`src/hdl/rs_pkg.sv`:
```
package rs_pkg;

    // ====================
    // Operand tags
    // ====================

    // 0..2 name the producing ALU and 3 means the value is present
    typedef logic [1:0] tag_t;

    localparam tag_t tag_ready = 2'd3;

    // Channel k of the CDB carries results tagged k
    localparam int num_cdb = 3;

    // ====================
    // ROB indexing
    // ====================

    localparam int rob_depth = 32;

    typedef logic [4:0] rob_idx_t;

    // One bit wider than the index so a full lap is still representable
    typedef logic [5:0] rob_dist_t;

    // ====================
    // Instruction context
    // ====================

    typedef logic [5:0] phys_reg_t;

    // Control word is handed to the functional unit undecoded
    typedef logic [10:0] ctrl_t;

    typedef struct packed {
        ctrl_t       ctrl;
        logic [31:0] pc;
        phys_reg_t   rd_phys;
        rob_idx_t    rob_idx;
    } rs_payload_t;

endpackage

```
`src/hdl/cdb_if.sv`:
```
`timescale 1ns/100ps

interface cdb_if
    import rs_pkg::*;
#(
    parameter int data_width = 32
) (
    input logic clk
);

    // Per-channel result strobe, one cycle wide, no back-pressure
    logic [num_cdb-1:0] valid;

    // Result word of each channel, meaningful only while its strobe is high
    logic [data_width-1:0] data [num_cdb];

    // Source side, fed from the external CDB ports
    modport driver (
        output valid,
        output data
    );

    // Snooping side, clk is carried along for checks in the readers
    modport monitor (
        input clk,
        input valid,
        input data
    );

endinterface

```
`src/hdl/issue_register.sv`:
```
`timescale 1ns/100ps

module issue_register
    import rs_pkg::*;
#(
    parameter int data_width = 32
) (
    input  logic                  clk,
    input  logic                  reset,

    input  logic                  direct_issue,
    input  logic                  stored_issue,

    // Direct path sources
    input  rs_payload_t           dispatch_payload,
    input  logic [data_width-1:0] dispatch_a_data,
    input  logic [data_width-1:0] dispatch_b_data,

    // Stored path sources
    input  rs_payload_t           stored_payload,
    input  logic [data_width-1:0] a_resolved,
    input  logic [data_width-1:0] b_resolved,

    output logic                  issue_valid,
    output rs_payload_t           issue_payload,
    output logic [data_width-1:0] issue_data_a,
    output logic [data_width-1:0] issue_data_b
);

    // ====================
    // Output registers
    // ====================

    // One pulse per issue decision
    always_ff @(posedge clk or negedge reset) begin
        if (!reset) begin
            issue_valid <= 1'b0;
        end else begin
            issue_valid <= direct_issue || stored_issue;
        end
    end

    // Payload only moves when something issues
    always_ff @(posedge clk) begin
        if (direct_issue) begin
            issue_payload <= dispatch_payload;
            issue_data_a  <= dispatch_a_data;
            issue_data_b  <= dispatch_b_data;
        end else if (stored_issue) begin
            issue_payload <= stored_payload;
            issue_data_a  <= a_resolved;
            issue_data_b  <= b_resolved;
        end
    end

    // ====================
    // Checks
    // ====================

    // The entry empties on a stored issue, so the pulse cannot stretch
    single_pulse_a: assert property (
        @(posedge clk) disable iff (!reset)
        stored_issue |=> !stored_issue
    ) else $error("issue_valid held beyond one cycle for a single issue");

endmodule

```
`src/hdl/operand_snoop.sv`:
```
`timescale 1ns/100ps

module operand_snoop
    import rs_pkg::*;
#(
    parameter int data_width = 32
) (
    input  tag_t                  tag,
    input  logic [data_width-1:0] stored_data,
    cdb_if.monitor                cdb,
    output logic                  ready,
    output logic [data_width-1:0] resolved_data
);

    logic cdb_hit;

    // ====================
    // Channel match
    // ====================

    // The tag names at most one channel, so at most one iteration can hit
    always_comb begin
        cdb_hit       = 1'b0;
        resolved_data = stored_data;
        for (int k = 0; k < num_cdb; k++) begin
            if (tag == tag_t'(k) && cdb.valid[k]) begin
                cdb_hit       = 1'b1;
                resolved_data = cdb.data[k];
            end
        end
    end

    // Available either from storage or from a strobe in this very cycle
    assign ready = (tag == tag_ready) || cdb_hit;

    // ====================
    // Checks
    // ====================

    // A strobed result must carry a defined value for the operand
    cdb_data_known_a: assert property (
        @(posedge cdb.clk)
        cdb_hit |-> !$isunknown(resolved_data)
    ) else $error("CDB strobe hit operand tag %0d with undefined data", tag);

endmodule

```
`src/hdl/reservation_station.sv`:
```
`timescale 1ns/100ps

module reservation_station
    import rs_pkg::*;
#(
    parameter int data_width = 32
) (
    input  logic                  clk,
    input  logic                  reset,

    // Dispatch
    input  logic                  dispatch_valid,
    output logic                  dispatch_ready,
    input  ctrl_t                 ctrl,
    input  logic [31:0]           pc,
    input  phys_reg_t             rd_phys,
    input  rob_idx_t              rob_idx,
    input  tag_t                  operand_a_tag,
    input  logic [data_width-1:0] operand_a_data,
    input  tag_t                  operand_b_tag,
    input  logic [data_width-1:0] operand_b_data,

    // Result broadcast
    input  logic [num_cdb-1:0]    cdb_valid,
    input  logic [data_width-1:0] cdb_data [num_cdb],

    // Misprediction flush
    input  logic                  eager_flush,
    input  rob_dist_t             mispredicted_distance,
    input  rob_idx_t              rob_head,

    // Functional unit
    input  logic                  issue_ready,
    output logic                  issue_valid,
    output ctrl_t                 issue_ctrl,
    output logic [31:0]           issue_pc,
    output phys_reg_t             issue_rd_phys,
    output logic [data_width-1:0] issue_data_a,
    output logic [data_width-1:0] issue_data_b
);

    rs_payload_t           dispatch_payload;
    rs_payload_t           stored_payload;
    rs_payload_t           issue_payload;
    tag_t                  a_tag;
    tag_t                  b_tag;
    logic [data_width-1:0] a_data;
    logic [data_width-1:0] b_data;
    logic                  a_ready;
    logic                  b_ready;
    logic [data_width-1:0] a_resolved;
    logic [data_width-1:0] b_resolved;
    logic                  stored_issue;
    logic                  direct_issue;

    // ====================
    // CDB bundle
    // ====================

    cdb_if #(.data_width(data_width)) cdb_bus (.clk(clk));

    assign cdb_bus.valid = cdb_valid;
    assign cdb_bus.data  = cdb_data;

    // ====================
    // Payload packing
    // ====================

    assign dispatch_payload = '{ctrl: ctrl, pc: pc, rd_phys: rd_phys, rob_idx: rob_idx};

    assign issue_ctrl    = issue_payload.ctrl;
    assign issue_pc      = issue_payload.pc;
    assign issue_rd_phys = issue_payload.rd_phys;

    // ====================
    // Datapath
    // ====================

    operand_snoop #(.data_width(data_width)) snoop_a_i (
        .tag           (a_tag),
        .stored_data   (a_data),
        .cdb           (cdb_bus),
        .ready         (a_ready),
        .resolved_data (a_resolved)
    );

    operand_snoop #(.data_width(data_width)) snoop_b_i (
        .tag           (b_tag),
        .stored_data   (b_data),
        .cdb           (cdb_bus),
        .ready         (b_ready),
        .resolved_data (b_resolved)
    );

    rs_entry #(.data_width(data_width)) rs_entry_i (
        .clk                   (clk),
        .reset                 (reset),
        .dispatch_valid        (dispatch_valid),
        .dispatch_payload      (dispatch_payload),
        .dispatch_a_tag        (operand_a_tag),
        .dispatch_b_tag        (operand_b_tag),
        .dispatch_a_data       (operand_a_data),
        .dispatch_b_data       (operand_b_data),
        .a_ready               (a_ready),
        .b_ready               (b_ready),
        .a_resolved            (a_resolved),
        .b_resolved            (b_resolved),
        .issue_ready           (issue_ready),
        .eager_flush           (eager_flush),
        .mispredicted_distance (mispredicted_distance),
        .rob_head              (rob_head),
        .occupied              (),
        .dispatch_ready        (dispatch_ready),
        .stored_payload        (stored_payload),
        .a_tag                 (a_tag),
        .b_tag                 (b_tag),
        .a_data                (a_data),
        .b_data                (b_data),
        .stored_issue          (stored_issue),
        .direct_issue          (direct_issue)
    );

    issue_register #(.data_width(data_width)) issue_register_i (
        .clk              (clk),
        .reset            (reset),
        .direct_issue     (direct_issue),
        .stored_issue     (stored_issue),
        .dispatch_payload (dispatch_payload),
        .dispatch_a_data  (operand_a_data),
        .dispatch_b_data  (operand_b_data),
        .stored_payload   (stored_payload),
        .a_resolved       (a_resolved),
        .b_resolved       (b_resolved),
        .issue_valid      (issue_valid),
        .issue_payload    (issue_payload),
        .issue_data_a     (issue_data_a),
        .issue_data_b     (issue_data_b)
    );

endmodule

```
`src/hdl/rs_entry.sv`:
```
`timescale 1ns/100ps

module rs_entry
    import rs_pkg::*;
#(
    parameter int data_width = 32
) (
    input  logic                  clk,
    input  logic                  reset,

    // Dispatch side
    input  logic                  dispatch_valid,
    input  rs_payload_t           dispatch_payload,
    input  tag_t                  dispatch_a_tag,
    input  tag_t                  dispatch_b_tag,
    input  logic [data_width-1:0] dispatch_a_data,
    input  logic [data_width-1:0] dispatch_b_data,

    // Resolution from the two snoopers
    input  logic                  a_ready,
    input  logic                  b_ready,
    input  logic [data_width-1:0] a_resolved,
    input  logic [data_width-1:0] b_resolved,

    input  logic                  issue_ready,

    // Misprediction flush
    input  logic                  eager_flush,
    input  rob_dist_t             mispredicted_distance,
    input  rob_idx_t              rob_head,

    output logic                  occupied,
    output logic                  dispatch_ready,
    output rs_payload_t           stored_payload,
    output tag_t                  a_tag,
    output tag_t                  b_tag,
    output logic [data_width-1:0] a_data,
    output logic [data_width-1:0] b_data,
    output logic                  stored_issue,
    output logic                  direct_issue
);

    logic      accept;
    logic      dispatch_both_ready;
    rob_dist_t stored_distance;
    logic      flush_hit;

    // ====================
    // Issue decisions
    // ====================

    assign dispatch_ready = !occupied;
    assign accept         = dispatch_valid && dispatch_ready;

    assign dispatch_both_ready = (dispatch_a_tag == tag_ready) && (dispatch_b_tag == tag_ready);

    // Fully ready dispatch bypasses storage when the unit can take it
    assign direct_issue = accept && dispatch_both_ready && issue_ready;

    // Age of the stored instruction measured forward from the ROB head
    always_comb begin
        if (stored_payload.rob_idx >= rob_head) begin
            stored_distance = rob_dist_t'(stored_payload.rob_idx - rob_head);
        end else begin
            stored_distance = rob_dist_t'(rob_depth - int'(rob_head)
                                          + int'(stored_payload.rob_idx));
        end
    end

    // Younger than the mispredicting instruction means squashed
    assign flush_hit = occupied && eager_flush && (stored_distance > mispredicted_distance);

    // A flushed entry must never reach the functional unit
    assign stored_issue = occupied && a_ready && b_ready && issue_ready && !flush_hit;

    // ====================
    // Control state
    // ====================

    always_ff @(posedge clk or negedge reset) begin
        if (!reset) begin
            occupied <= 1'b0;
            a_tag    <= tag_ready;
            b_tag    <= tag_ready;
        end else begin
            if (accept) begin
                occupied <= !direct_issue;
                a_tag    <= dispatch_a_tag;
                b_tag    <= dispatch_b_tag;
            end else if (stored_issue || flush_hit) begin
                occupied <= 1'b0;
            end else if (occupied) begin
                // Snooped operands become ready for good
                if (a_ready) begin
                    a_tag <= tag_ready;
                end
                if (b_ready) begin
                    b_tag <= tag_ready;
                end
            end
        end
    end

    // ====================
    // Payload and operands
    // ====================

    // No CDB capture in the dispatch cycle itself
    always_ff @(posedge clk) begin
        if (accept) begin
            stored_payload <= dispatch_payload;
            a_data         <= dispatch_a_data;
            b_data         <= dispatch_b_data;
        end else if (occupied) begin
            // Resolved value equals stored data unless a strobe matched
            a_data <= a_resolved;
            b_data <= b_resolved;
        end
    end

    // ====================
    // Checks
    // ====================

    // An occupied entry keeps its instruction until it empties
    occupied_payload_held_a: assert property (
        @(posedge clk) disable iff (!reset)
        occupied |=> $stable(stored_payload)
    ) else $error("dispatch accepted while entry occupied");

    issue_paths_exclusive_a: assert property (
        @(posedge clk) disable iff (!reset)
        !(stored_issue && direct_issue)
    ) else $error("stored and direct issue in the same cycle");

endmodule

```
`config.mk`:
```
export PLATFORM = sky130hd
export DESIGN_NAME = reservation_station
export DESIGN_NICKNAME = d
export VERILOG_FILES = /design/src/hdl/rs_pkg.sv /design/src/hdl/cdb_if.sv /design/src/hdl/issue_register.sv /design/src/hdl/operand_snoop.sv /design/src/hdl/reservation_station.sv /design/src/hdl/rs_entry.sv
export SDC_FILE = /design/constraint.sdc
export NUM_CORES = 1
export LEC_CHECK = 0
export ABC_AREA = 1
export BUFFER_PORTS_ARGS = -buffer_cell sky130_fd_sc_hd__buf_2
export CAP_MARGIN = 20
export CORE_MARGIN = 3
export CORE_UTILIZATION = 45
export DETAILED_ROUTE_END_ITERATION = 10
export PLACE_DENSITY = 0.71
export SLEW_MARGIN = 20
export SYNTH_ARGS = -nofsm -noshare
export SYNTH_HDL_FRONTEND = slang
export SYNTH_SLANG_ARGS = --single-unit
```
`constraint.sdc`:
```
create_clock -name clk -period 5.6 [get_ports clk]
set_clock_uncertainty 0.05 [all_clocks]
set_input_delay 1.68 -clock clk [delete_from_list [all_inputs] [get_ports clk]]
set_output_delay 1.68 -clock clk [all_outputs]
set_load 0.005 [all_outputs]
```
==> reports/qor.yml <==
yosys:
  synth.avg_cell_area_um2: 10.44
  yosysTopAreaCellShare_pct: 56.38
  ys_warn_count: 0
  synth_fp_nets: 1428
  ys_top_cells_by_area: "edfxtp_1 56%, nand2_1 7.3%, inv_1 6.5%, mux2_4 6.0%, o21ai_0 5.1%"
  synth-seq-area-share_pct: 57.64
  synth_edf_count: 231
  synth_top_cell_by_area: "edfxtp_1"
  synth.distinct_cells: 33
  netlist_area_um2: 12300
  synthCells: 1179
  ys_top_cells_by_count: "238 x nand2_1, 231 x edfxtp_1, 213 x inv_1"
  ys_ff_latch: 237
  yosysMostFrequentCell: "nand2_1"
  async_flop_share_pct: 2.532
  dominantRegCellSynth: "edfxtp_1"
critical_path:
  crit_required_ns: 5.76
  path_max_fanout: 44
  critPathKind: "input port to register"
  reg2reg_slack_ns: 1.99
  path_cells: "buf_2 > ha_1 > inv_1 > fa_1 > nand2_1 > nand2_1 > nand2_1 > nand2_1 > o21bai_1 > nor2_1 > ha_1 > nand2_1 > nor2_1 > a21oi_1 > nand2_1 > nand4_1 > nand2_8 > buf_12"
  max_stage_delay_ns: 0.40
  worstReg2RegEnd: "issue_register_i.issue_data_a[20]"
  path_common_cell: "nand2_1"
  cp_slowest_cell: "fa_1"
  cp-start-kind: "input port"
  r2r_cells: 18
  endpoint_kind: "register"
  reg2reg_from: "rs_entry_i.stored_payload[0]"
  cp.arrival_ns: 4.57
placed_design:
  placed_area_um2: 14220
  dp_hpwl_um: 23610
  routabilityCongestion: 0.8347
  place_inst: 1811
  portBuffers: 351
  pre_cts_slack_ns: 0.6451
cts:
  clk_pin_slew_ns: 0.06
  cts_root_buf: "clkbuf_16"
  htree_levels: 1
  clock_sinks: 237
  cts_tree: "built"
  cts_hold_buf: 0
  post_cts_resized: 0
  post_cts_buffers: 0
  clock_path_buffers: 3
  clock_latency_ns: 0.52
  cts_buffers: 26
detailed_routing:
  drc: 0
  dr_total_vias: 9659
  firstDrtPassIters: 5
  drt_wl_total_um: 33800
  drtAntennaViolNets: 0
  first_iter_violations: 788
  wl_per_cell_um: 18.15
  routed_via_density: 5.187
sta:
  hold_violations: 0
  fin_crit_sh_pct: 78.87
  tns_ns: 0
  fin_hold_ws_ns: 0.4765
  drv_slew: 0
  setup_ws_ns: 1.183
  min_period_ns: 4.417
  max_freq_ghz: 0.2264
  setup_viol: 0
  rsz0062_at_grt: "no"
  relSlewSlack_pct: 33.21
  worst-slew-pin-transition_ns: 1.002
cells_and_area:
  fin_util_pct: 56.89
  seq_area_um2: 7092
  final_area_um2: 15040
  fillers: 2285
  fin_cells: 1862
  drive_gt1_share_pct: 32.33
  multiInputGateArea_um2: 4018
  nets: 1753
  areaGrowthSynthToFinish_pct: 22.20
min_path:
  holdPathEnd: "rs_entry_i.a_tag[0]"
  worstHoldPathCells: 2
  hold_start: "rs_entry_i.a_tag[0]"
  min_path_type: "register to register"
die:
  core_region_area_um2: 26430
  rows: 59
  start_util_pct: 46.56
  pin_count: 352
  die-area_um2: 29360
  die_y_um: 171.4
  die_x_um: 171.4
status:
  status: "finished, final reports clean"
power:
  peakVddDrop_v: 0.0002642
  power.leakage_nw: 7.184
  pwr_density_cell_nw_per_um2: 474.5
  p_total_mw: 7.134
grt:
  grt_pass1_vias: 9541
  grt-ovfl-total: 0
  grt_util_all_layers_pct: 22.13
  grt_antenna_before_repair: 8
  grt_max_degree: 132
  grt_pass1_wl_um: 51050
flow_run:
  maxCapViolCount: 0
==> layout by cell type, fill, tap and decap left out, types with 3 or more instances in the layout <==
cell type and n:
buf_4 7, nand2_1 234, a21oi_1 10, dfstp_2 4, o21ai_0 126, mux2_4 49
nor2_1 15, edfxtp_1 231, clkbuf_16 26, o21ai_2 29, buf_2 351, o21ai_1 33
nand4_1 3, inv_1 212, diode_2 5, clkbuf_1 8, o211ai_1 4, buf_12 4
clkinv_2 4, o22ai_1 58, nand2_2 3, ha_1 11, nand3_1 13, clkinv_1 4
o21bai_1 59
==> layer usage <==
layer	track usage (%)	share of wire, %
met2	37.57	50
met1	28.29	39
met3	4.091	7.3
met5	0	0.13
met4	8.607	3.5
==> where the power goes <==
| group | internal (mW) | switching [mW] | total [mW] |
|---|---|---|---|
| sequential | 2.82 | 0.164 | 2.98 |
| combinational | 0.964 | 1.56 | 2.52 |
| clock | 0.947 | 0.683 | 1.63 |
==> kinds of logic (layout without fill, tap and decap cells) <==
group / after synthesis / after routing / synth area share [%]
muxes: 49 / 49 / 5.979
AOI/OAI and AO/OA: 324 / 324 / 16.08
and+or+nand+nor: 277 / 277 / 8.837
xor gates and xnor gates: 2 / 2 / 0.1424
buffers and inverters: 278 / 621 / 10.05
DFF: 237 / 237 / 57.64
other: 0 / 5 / 0
adders and majority gates: 12 / 12 / 1.281
==> worst max-delay path, delay by kind of cell <==
family,cells,cell delay (ns)
adder cells (fa/ha/maj),3,0.82
AND/OR/NAND/NOR,10,1.35
AO/OA/AOI/OAI,2,0.22
buffers and inverters,3,0.42
==> how the worst max path moves through the flow <==
stage,from,cells after the start,endpoint
finish,rob_head[0],18,issue_register_i.issue_data_a[20]
global placement,rob_head[0],18,issue_register_i.issue_payload[22]
detailed placement,rob_head[0],19,issue_register_i.issue_data_b[19]
CTS,rob_head[0],19,issue_register_i.issue_data_a[20]
global route,rob_head[2],17,issue_register_i.issue_data_a[20]
floorplan,rob_head[0],16,issue_register_i.issue_data_a[0]
==> registers in the layout, summed over array words and instances (netlist names) <==
| register | cells |
|---|---|
| rs_entry_i.b_tag | 2 |
| rs_entry_i.a_data | 32 |
| rs_entry_i.occupied | 1 |
| rs_entry_i.b_data | 32 |
| issue_register_i.issue_payload | 49 |
| issue_register_i.issue_data_b | 32 |
| issue_register_i.issue_valid | 1 |
| rs_entry_i.stored_payload | 54 |
| rs_entry_i.a_tag | 2 |
| issue_register_i.issue_data_a | 32 |
==> area by class of cell <==
class | count | share of cell area, %
sequential | 237 | 47.17
timing repair buffer | 362 | 12.57
antenna | 5 | 0.08322
multi-input combinational | 664 | 26.72
clock buffer | 34 | 4.527
inverter | 213 | 5.351
clock inverter | 12 | 0.7989
tap | 335 | 2.788
No activity file was read; power rests on OpenSTA's default activity.
